<file path="src/rtl/mulPkg.sv">
`default_nettype none

package mulPkg;

	localparam int opWidth = 32;
	localparam int halfWidth = 16;
	localparam int resWidth = 64;

	// width of the command tag carried beside the data
	localparam int cmdWidth = 8;

	typedef struct packed
	{
		logic valid;
		logic isUnsigned;
		logic wide;
		logic [cmdWidth-1:0] cmd;
	} mulCtl;

	// both middle columns, already aligned at bit 16
	typedef struct packed
	{
		logic [resWidth-1:0] value;
		mulCtl ctl;
	} crossSum;

	typedef struct packed
	{
		logic [opWidth-1:0] lowProd;
		logic [opWidth-1:0] highProd;
		mulCtl ctl;
	} straightTerms;

	// upper half with one extension bit, sign or zero
	function automatic logic [halfWidth:0] highHalf(
		input logic [opWidth-1:0] word,
		input logic isUnsigned
	);
		return {word[opWidth-1] & ~isUnsigned, word[opWidth-1:halfWidth]};
	endfunction

	// lower half is never signed
	function automatic logic [halfWidth:0] lowHalf(
		input logic [opWidth-1:0] word
	);
		return {1'b0, word[halfWidth-1:0]};
	endfunction

endpackage

`default_nettype wire
</file>
<file path="src/rtl/exMulUnit.sv">
`timescale 1ns/1ps
`default_nettype none

module exMulUnit
#(
	parameter int tagWidth = 8
)
(
	input wire clock,
	input wire rstN,
	input wire hold,
	input wire inValid,
	input wire [31:0] valRs,
	input wire [31:0] valRt,
	input wire [tagWidth-1:0] cmd,
	input wire [7:0] ixt,
	output logic [63:0] valRn,
	output logic outValid,
	output logic [tagWidth-1:0] outCmd
);

	mulPkg::mulCtl ctl;
	mulPkg::straightTerms terms;
	mulPkg::crossSum sum;

	// ixt bit 0 unsigned, bit 2 wide, the rest unused
	assign ctl.valid = inValid;
	assign ctl.isUnsigned = ixt[0];
	assign ctl.wide = ixt[2];
	assign ctl.cmd = cmd;

	mulPartialStraight partialStraight
	(
		.clock(clock),
		.rstN(rstN),
		.hold(hold),
		.ctl(ctl),
		.valRs(valRs),
		.valRt(valRt),
		.terms(terms)
	);

	mulPartialCross partialCross
	(
		.clock(clock),
		.rstN(rstN),
		.hold(hold),
		.ctl(ctl),
		.valRs(valRs),
		.valRt(valRt),
		.sum(sum)
	);

	mulFinalSum #(
		.tagWidth(tagWidth)
	) finalSum
	(
		.clock(clock),
		.rstN(rstN),
		.hold(hold),
		.terms(terms),
		.sum(sum),
		.valRn(valRn),
		.outValid(outValid),
		.outCmd(outCmd)
	);

	tagWidthMatches: assert property (@(posedge clock)
		tagWidth == mulPkg::cmdWidth)
		else $error("tagWidth %0d differs from package cmdWidth %0d",
			tagWidth, mulPkg::cmdWidth);

endmodule

`default_nettype wire

</file>
<file path="src/rtl/mulFinalSum.sv">
`timescale 1ns/1ps
`default_nettype none

module mulFinalSum
#(
	parameter int tagWidth = 8
)
(
	input wire clock,
	input wire rstN,
	input wire hold,
	input wire mulPkg::straightTerms terms,
	input wire mulPkg::crossSum sum,
	output logic [mulPkg::resWidth-1:0] valRn,
	output logic outValid,
	output logic [tagWidth-1:0] outCmd
);

	logic [mulPkg::resWidth-1:0] product;
	logic [mulPkg::resWidth-1:0] result;
	logic narrowFill;

	// wraps modulo 2^64 by width
	assign product = {terms.highProd, terms.lowProd} + sum.value;

	assign narrowFill = product[mulPkg::opWidth-1] & ~terms.ctl.isUnsigned;

	always_comb
	begin
		result = product;
		if (!terms.ctl.wide)
		begin
			// narrow: keep the low word, extend it
			result[mulPkg::resWidth-1:mulPkg::opWidth] = {mulPkg::opWidth{narrowFill}};
		end
	end

	// stage 3
	always_ff @(posedge clock)
	begin
		if (!rstN)
		begin
			outValid <= 1'b0;
		end
		else if (!hold)
		begin
			outValid <= terms.ctl.valid;
		end
	end

	always_ff @(posedge clock)
	begin
		if (!hold)
		begin
			valRn <= result;
			outCmd <= terms.ctl.cmd;
		end
	end

	// both partial blocks must stay in step
	validsAgree: assert property (@(posedge clock) disable iff (!rstN)
		terms.ctl.valid == sum.ctl.valid)
		else $error("straight and cross valid bits disagree");

	resultKnown: assert property (@(posedge clock) disable iff (!rstN)
		outValid |-> !$isunknown(valRn))
		else $error("valRn has unknown bits while outValid is high");

endmodule

`default_nettype wire

</file>
<file path="src/rtl/mulPartialCross.sv">
`timescale 1ns/1ps
`default_nettype none

module mulPartialCross
(
	input wire clock,
	input wire rstN,
	input wire hold,
	input wire mulPkg::mulCtl ctl,
	input wire [mulPkg::opWidth-1:0] valRs,
	input wire [mulPkg::opWidth-1:0] valRt,
	output mulPkg::crossSum sum
);

	logic signed [mulPkg::halfWidth:0] rsLow;
	logic signed [mulPkg::halfWidth:0] rtLow;
	logic signed [mulPkg::halfWidth:0] rsHigh;
	logic signed [mulPkg::halfWidth:0] rtHigh;

	// low half times extended high half
	logic signed [mulPkg::opWidth-1:0] lowHigh;
	logic signed [mulPkg::opWidth-1:0] highLow;

	mulPkg::mulCtl ctl1;
	logic [mulPkg::opWidth-1:0] lowHigh1;
	logic [mulPkg::opWidth-1:0] highLow1;

	logic signExt;
	logic [mulPkg::resWidth-1:0] alignedA;
	logic [mulPkg::resWidth-1:0] alignedB;
	logic [mulPkg::resWidth-1:0] crossTotal;

	assign rsLow = mulPkg::lowHalf(valRs);
	assign rtLow = mulPkg::lowHalf(valRt);
	assign rsHigh = mulPkg::highHalf(valRs, ctl.isUnsigned);
	assign rtHigh = mulPkg::highHalf(valRt, ctl.isUnsigned);

	// signed range of each is within 32 bits
	assign lowHigh = rsLow * rtHigh;
	assign highLow = rsHigh * rtLow;

	// stage 1
	always_ff @(posedge clock)
	begin
		if (!rstN)
		begin
			ctl1.valid <= 1'b0;
		end
		else if (!hold)
		begin
			ctl1 <= ctl;
		end
	end

	always_ff @(posedge clock)
	begin
		if (!hold)
		begin
			lowHigh1 <= lowHigh;
			highLow1 <= highLow;
		end
	end

	// middle columns: a signed product needs its top bit copied up to bit 63,
	// an unsigned one is already positive and just gets zeros
	assign signExt = ~ctl1.isUnsigned;

	assign alignedA = {{mulPkg::halfWidth{lowHigh1[mulPkg::opWidth-1] & signExt}},
		lowHigh1, {mulPkg::halfWidth{1'b0}}};
	assign alignedB = {{mulPkg::halfWidth{highLow1[mulPkg::opWidth-1] & signExt}},
		highLow1, {mulPkg::halfWidth{1'b0}}};

	assign crossTotal = alignedA + alignedB;

	// stage 2
	always_ff @(posedge clock)
	begin
		if (!rstN)
		begin
			sum.ctl.valid <= 1'b0;
		end
		else if (!hold)
		begin
			sum.ctl <= ctl1;
		end
	end

	always_ff @(posedge clock)
	begin
		if (!hold)
		begin
			sum.value <= crossTotal;
		end
	end

	validLowAfterReset: assert property (@(posedge clock)
		!rstN |=> !sum.ctl.valid)
		else $error("cross sum valid set on the edge after reset");

endmodule

`default_nettype wire

</file>
<file path="src/rtl/mulPartialStraight.sv">
`timescale 1ns/1ps
`default_nettype none

module mulPartialStraight
(
	input wire clock,
	input wire rstN,
	input wire hold,
	input wire mulPkg::mulCtl ctl,
	input wire [mulPkg::opWidth-1:0] valRs,
	input wire [mulPkg::opWidth-1:0] valRt,
	output mulPkg::straightTerms terms
);

	logic signed [mulPkg::halfWidth:0] rsHigh;
	logic signed [mulPkg::halfWidth:0] rtHigh;

	logic signed [mulPkg::opWidth-1:0] highHigh;
	logic [mulPkg::opWidth-1:0] lowLow;

	mulPkg::mulCtl ctl1;
	logic [mulPkg::opWidth-1:0] lowProd1;
	logic [mulPkg::opWidth-1:0] highProd1;

	assign rsHigh = mulPkg::highHalf(valRs, ctl.isUnsigned);
	assign rtHigh = mulPkg::highHalf(valRt, ctl.isUnsigned);

	// 32 bits are enough for both, the product never overflows
	assign highHigh = rsHigh * rtHigh;
	assign lowLow = valRs[mulPkg::halfWidth-1:0] * valRt[mulPkg::halfWidth-1:0];

	// stage 1
	always_ff @(posedge clock)
	begin
		if (!rstN)
		begin
			ctl1.valid <= 1'b0;
		end
		else if (!hold)
		begin
			ctl1 <= ctl;
		end
	end

	always_ff @(posedge clock)
	begin
		if (!hold)
		begin
			lowProd1 <= lowLow;
			highProd1 <= highHigh;
		end
	end

	// stage 2, delay only so the terms meet the cross sum
	always_ff @(posedge clock)
	begin
		if (!rstN)
		begin
			terms.ctl.valid <= 1'b0;
		end
		else if (!hold)
		begin
			terms.ctl <= ctl1;
		end
	end

	always_ff @(posedge clock)
	begin
		if (!hold)
		begin
			terms.lowProd <= lowProd1;
			terms.highProd <= highProd1;
		end
	end

	holdKeepsTerms: assert property (@(posedge clock) disable iff (!rstN)
		$past(rstN) && $past(hold) |-> $stable(terms))
		else $error("straight terms changed while hold was high");

endmodule

`default_nettype wire

</file>
<file path="config.mk">
export PLATFORM = sky130hd
export DESIGN_NAME = exMulUnit
export DESIGN_NICKNAME = d
export VERILOG_FILES = /design/src/rtl/mulPkg.sv /design/src/rtl/exMulUnit.sv /design/src/rtl/mulFinalSum.sv /design/src/rtl/mulPartialCross.sv /design/src/rtl/mulPartialStraight.sv
export SDC_FILE = /design/constraint.sdc
export NUM_CORES = 2
export LEC_CHECK = 0
export BUFFER_PORTS_ARGS = -buffer_cell sky130_fd_sc_hd__buf_2
export CELL_PAD_IN_SITES_DETAIL_PLACEMENT = 1
export CELL_PAD_IN_SITES_GLOBAL_PLACEMENT = 2
export CORE_MARGIN = 2
export CORE_UTILIZATION = 46
export DETAILED_ROUTE_END_ITERATION = 8
export HOLD_SLACK_MARGIN = 0.02
export PLACE_DENSITY = 0.87
export SYNTH_ARGS = -nofsm -noshare
export SYNTH_HDL_FRONTEND = slang
export SYNTH_SLANG_ARGS = --single-unit
export TNS_END_PERCENT = 100
</file>
<file path="constraint.sdc">
create_clock -name clock -period 16.2 [get_ports clock]
set_clock_uncertainty 0.15 [all_clocks]
set_input_delay 3.24 -clock clock [delete_from_list [all_inputs] [get_ports clock]]
set_output_delay 3.24 -clock clock [all_outputs]
set_load 0.01 [all_outputs]
</file>
==> results.json <==
{
  "outcome": "complete, no violations",
  "cts-root-buf": "clkbuf_16",
  "die_area_um2": 116000,
  "start_kind": "input pin",
  "gp_congestion": 0.815,
  "htreeDepth": 2,
  "finalHoldViolCount": 0,
  "finalSetupViolCount": 0,
  "synth_area_leaders": "fa_1, edfxtp_1, ha_1",
  "post-synth-top-area-fraction_pct": 36.5,
  "drt-initial-drc-count": 1828,
  "cp.arrival_ns": 10.59,
  "worstSetupEndpointType": "flop",
  "fp-row-count": 123,
  "r2r_cells": 13,
  "hold-path-endpoint": "partialStraight.terms[47]",
  "setup_ws_ns": 5.70,
  "relSlewSlack_pct": 27.6,
  "yosysTopAreaCell": "fa_1",
  "rsz0062_at_grt": "no",
  "cp_max_fo": 33,
  "grt_pass1_vias": 41200,
  "cts_sinks": 321,
  "maxCapViolCount": 0,
  "dpl.hpwl_um": 106000,
  "post_drt_wl_per_cell_um": 20.5,
  "via_count": 36200,
  "final_area_um2": 55600,
  "synth_cell_types": 81,
  "clk_pin_slew_worst_paths_ns": 0.06,
  "yosys.cell_count.top_type": "inv_1",
  "reg2reg_to": "finalSum.valRn[58]",
  "synth_area_um2": 52300,
  "whs_path_depth": 0,
  "overflow": 0,
  "hold_start": "partialStraight.lowProd1[4]",
  "ys_seq_elements": 321,
  "slew_violations": 0,
  "grt_pass1_wl_um": 228000,
  "initial_utilization_pct": 46.4,
  "antenna_found_initial": 12,
  "drt_drc_violations_left": 0,
  "clockBufferDepth": 3,
  "drt_pass1_iterations": 5,
  "max_freq_mhz": 95.3,
  "reg2reg_from": "partialCross.sum[27]",
  "finalWirelength_um": 141000,
  "reg2reg_slack_ns": 12.03,
  "required_ns": 16.29,
  "syn_nets": 6849,
  "area_growth_syn_to_layout_pct": 6.40,
  "post-route-util_pct": 49.4,
  "placed_area_um2": 54400,
  "ys_seq_area_share_pct": 18.4,
  "grt_max_degree": 157,
  "yosysWarningCount": 0,
  "post-place-ws_ns": 5.20,
  "ctsHoldBuffers": 0,
  "timing.final.crit_share_pct": 64.8,
  "layout-drive-gt1-share_pct": 5.49,
  "synth-edff-count": 318,
  "cts_buffers": 36,
  "final.fill_count": 12700,
  "cts.repair.resized": 0,
  "crit_type": "input pin to flop",
  "synthCells": 5346,
  "syn_area_per_cell_um2": 9.78,
  "fin_crit_ns": 10.50,
  "cts_setup_buffers": 0,
  "postRouteAntennaNets": 0,
  "viasPerCell": 5.25,
  "clk_latency_ns": 0.58,
  "cts_tree": "yes",
  "synth_commonest_cells": "inv_1, fa_1, nand2_1",
  "die_x_um": 341,
  "port_buffers": 150,
  "boundaryPins": 157,
  "hold_path.class": "flop to flop",
  "synth_async_sr_flop_share_pct": 0,
  "tightest_slew_ns": 1.09,
  "die_h_um": 341,
  "setup_tns_ns": 0,
  "fp.coreArea_um2": 113000,
  "grt_use_total_pct": 25.2,
  "nets": 6855,
  "synth_ff_type": "edfxtp_1"
}
## per-layer routing
| metal | routed length, µm | track usage, % | part of all wire (%) |
|---|---|---|---|
| met1 | 60700 | 33.1 | 43 |
| met2 | 68800 | 43.7 | 49 |
| met3 | 7290 | 3.21 | 5.2 |
| met4 | 4120 | 7.11 | 2.9 |
| met5 | 26 | 0 | 0.018 |
## registers in the layout (all words and copies together) (netlist names)
name                       flops
partialStraight.terms         75
finalSum.valRn                64
partialCross.sum              34
partialCross.highLow1         32
partialCross.lowHigh1         32
partialStraight.highProd1     32
partialStraight.lowProd1      32
partialStraight.ctl1          10
finalSum.outCmd                8
finalSum.outValid              1
partialCross.ctl1              1
## worst max-delay path by stage
| stage | startpoint | endpoint | slack [ns] | depth (start not counted) |
|---|---|---|---|---|
| 2_1_floorplan | hold | finalSum.outCmd[0] | 6.26 | 2 |
| 3_3_place_gp | valRt[1] | partialStraight.lowProd1[31] | 5.25 | 23 |
| 3_5_place_dp | valRt[1] | partialStraight.lowProd1[31] | 5.20 | 23 |
| 4_1_cts | valRt[2] | partialStraight.lowProd1[31] | 5.79 | 23 |
| 5_1_grt | valRt[1] | partialStraight.lowProd1[31] | 5.37 | 23 |
| 6_report | valRt[1] | partialStraight.lowProd1[31] | 5.70 | 23 |
## cells in the final DEF, fill, tap and decap left out, types with 6 or more instances in the layout
| cell | synthesis | routed |
|---|---|---|
| clkinv_2 | 0 | 6 |
| fa_1 | 954 | 954 |
| or3_1 | 12 | 12 |
| nand3_1 | 40 | 40 |
| nor2b_1 | 30 | 28 |
| edfxtp_1 | 318 | 318 |
| o21ai_0 | 62 | 62 |
| bufinv_16 | 0 | 6 |
| buf_2 | 2 | 150 |
| a31oi_1 | 8 | 8 |
| buf_4 | 0 | 34 |
| o2111ai_1 | 6 | 6 |
| o21ai_1 | 25 | 25 |
| xnor2_1 | 154 | 154 |
| a21oi_1 | 151 | 151 |
| clkbuf_16 | 0 | 36 |
| and2_1 | 510 | 510 |
| ha_1 | 465 | 465 |
| o21bai_1 | 27 | 27 |
| xor2_1 | 41 | 41 |
| nor3_1 | 27 | 27 |
| o211ai_1 | 7 | 7 |
| a21boi_1 | 7 | 7 |
| nand2_1 | 643 | 643 |
| inv_1 | 1220 | 1219 |
| nand2b_1 | 22 | 22 |
| o31ai_1 | 15 | 15 |
| or2_2 | 19 | 19 |
| a211oi_1 | 19 | 19 |
| nand4_1 | 9 | 9 |
| o21a_1 | 28 | 28 |
| and3_1 | 13 | 13 |
| nor2_1 | 118 | 118 |
| a21o_1 | 76 | 76 |
## critical path: stages
cell       delay (ns)
buf_2            0.76
nand2_1          0.20
fa_1             0.58
inv_1            0.06
fa_1             0.53
inv_1            0.05
fa_1             0.50
inv_1            0.06
fa_1             0.50
fa_1             0.50
inv_1            0.05
fa_1             0.47
inv_1            0.04
ha_1             0.37
o21a_1           0.15
o21ai_1          0.08
nor4_1           0.57
o41ai_2          0.21
a211oi_1         0.50
a221oi_2         0.16
o2111ai_1        0.23
a21oi_1          0.10
xnor2_1          0.67
## cell type report
| cell class | count | area (µm²) | area share (%) |
|---|---|---|---|
| multi-input cells | 3588 | 37300 | 67.0 |
| flip-flops and latches | 321 | 9610 | 17.3 |
| inverters | 1220 | 4590 | 8.25 |
| well taps | 1500 | 1880 | 3.37 |
| repair buffers | 185 | 1030 | 1.84 |
| clock buffers | 38 | 908 | 1.63 |
| clock inverters | 26 | 325 | 0.585 |
| diodes | 5 | 12.5 | 0.0225 |
## cell families after synthesis
logic type | share of synthesized area (%)
AO/OA/AOI/OAI | 6.42
XOR/XNOR | 3.27
adder cells (fa/ha/maj) | 47.7
buffers and inverters | 10.3
flip-flops | 18.4
multiplexers | 0.0766
AND/OR/NAND/NOR | 13.9
## stage by stage
stage,cells,hold WS (ns)
finish,6883,0.264
detailed placement,6814,0.256
CTS,6878,0.263
floorplan,5346,0.250
global route,6878,0.272
global placement,6814,0.250
Power is not shown: default switching activity piles up to over one toggle a cycle in this logic, so the estimate is an artifact.
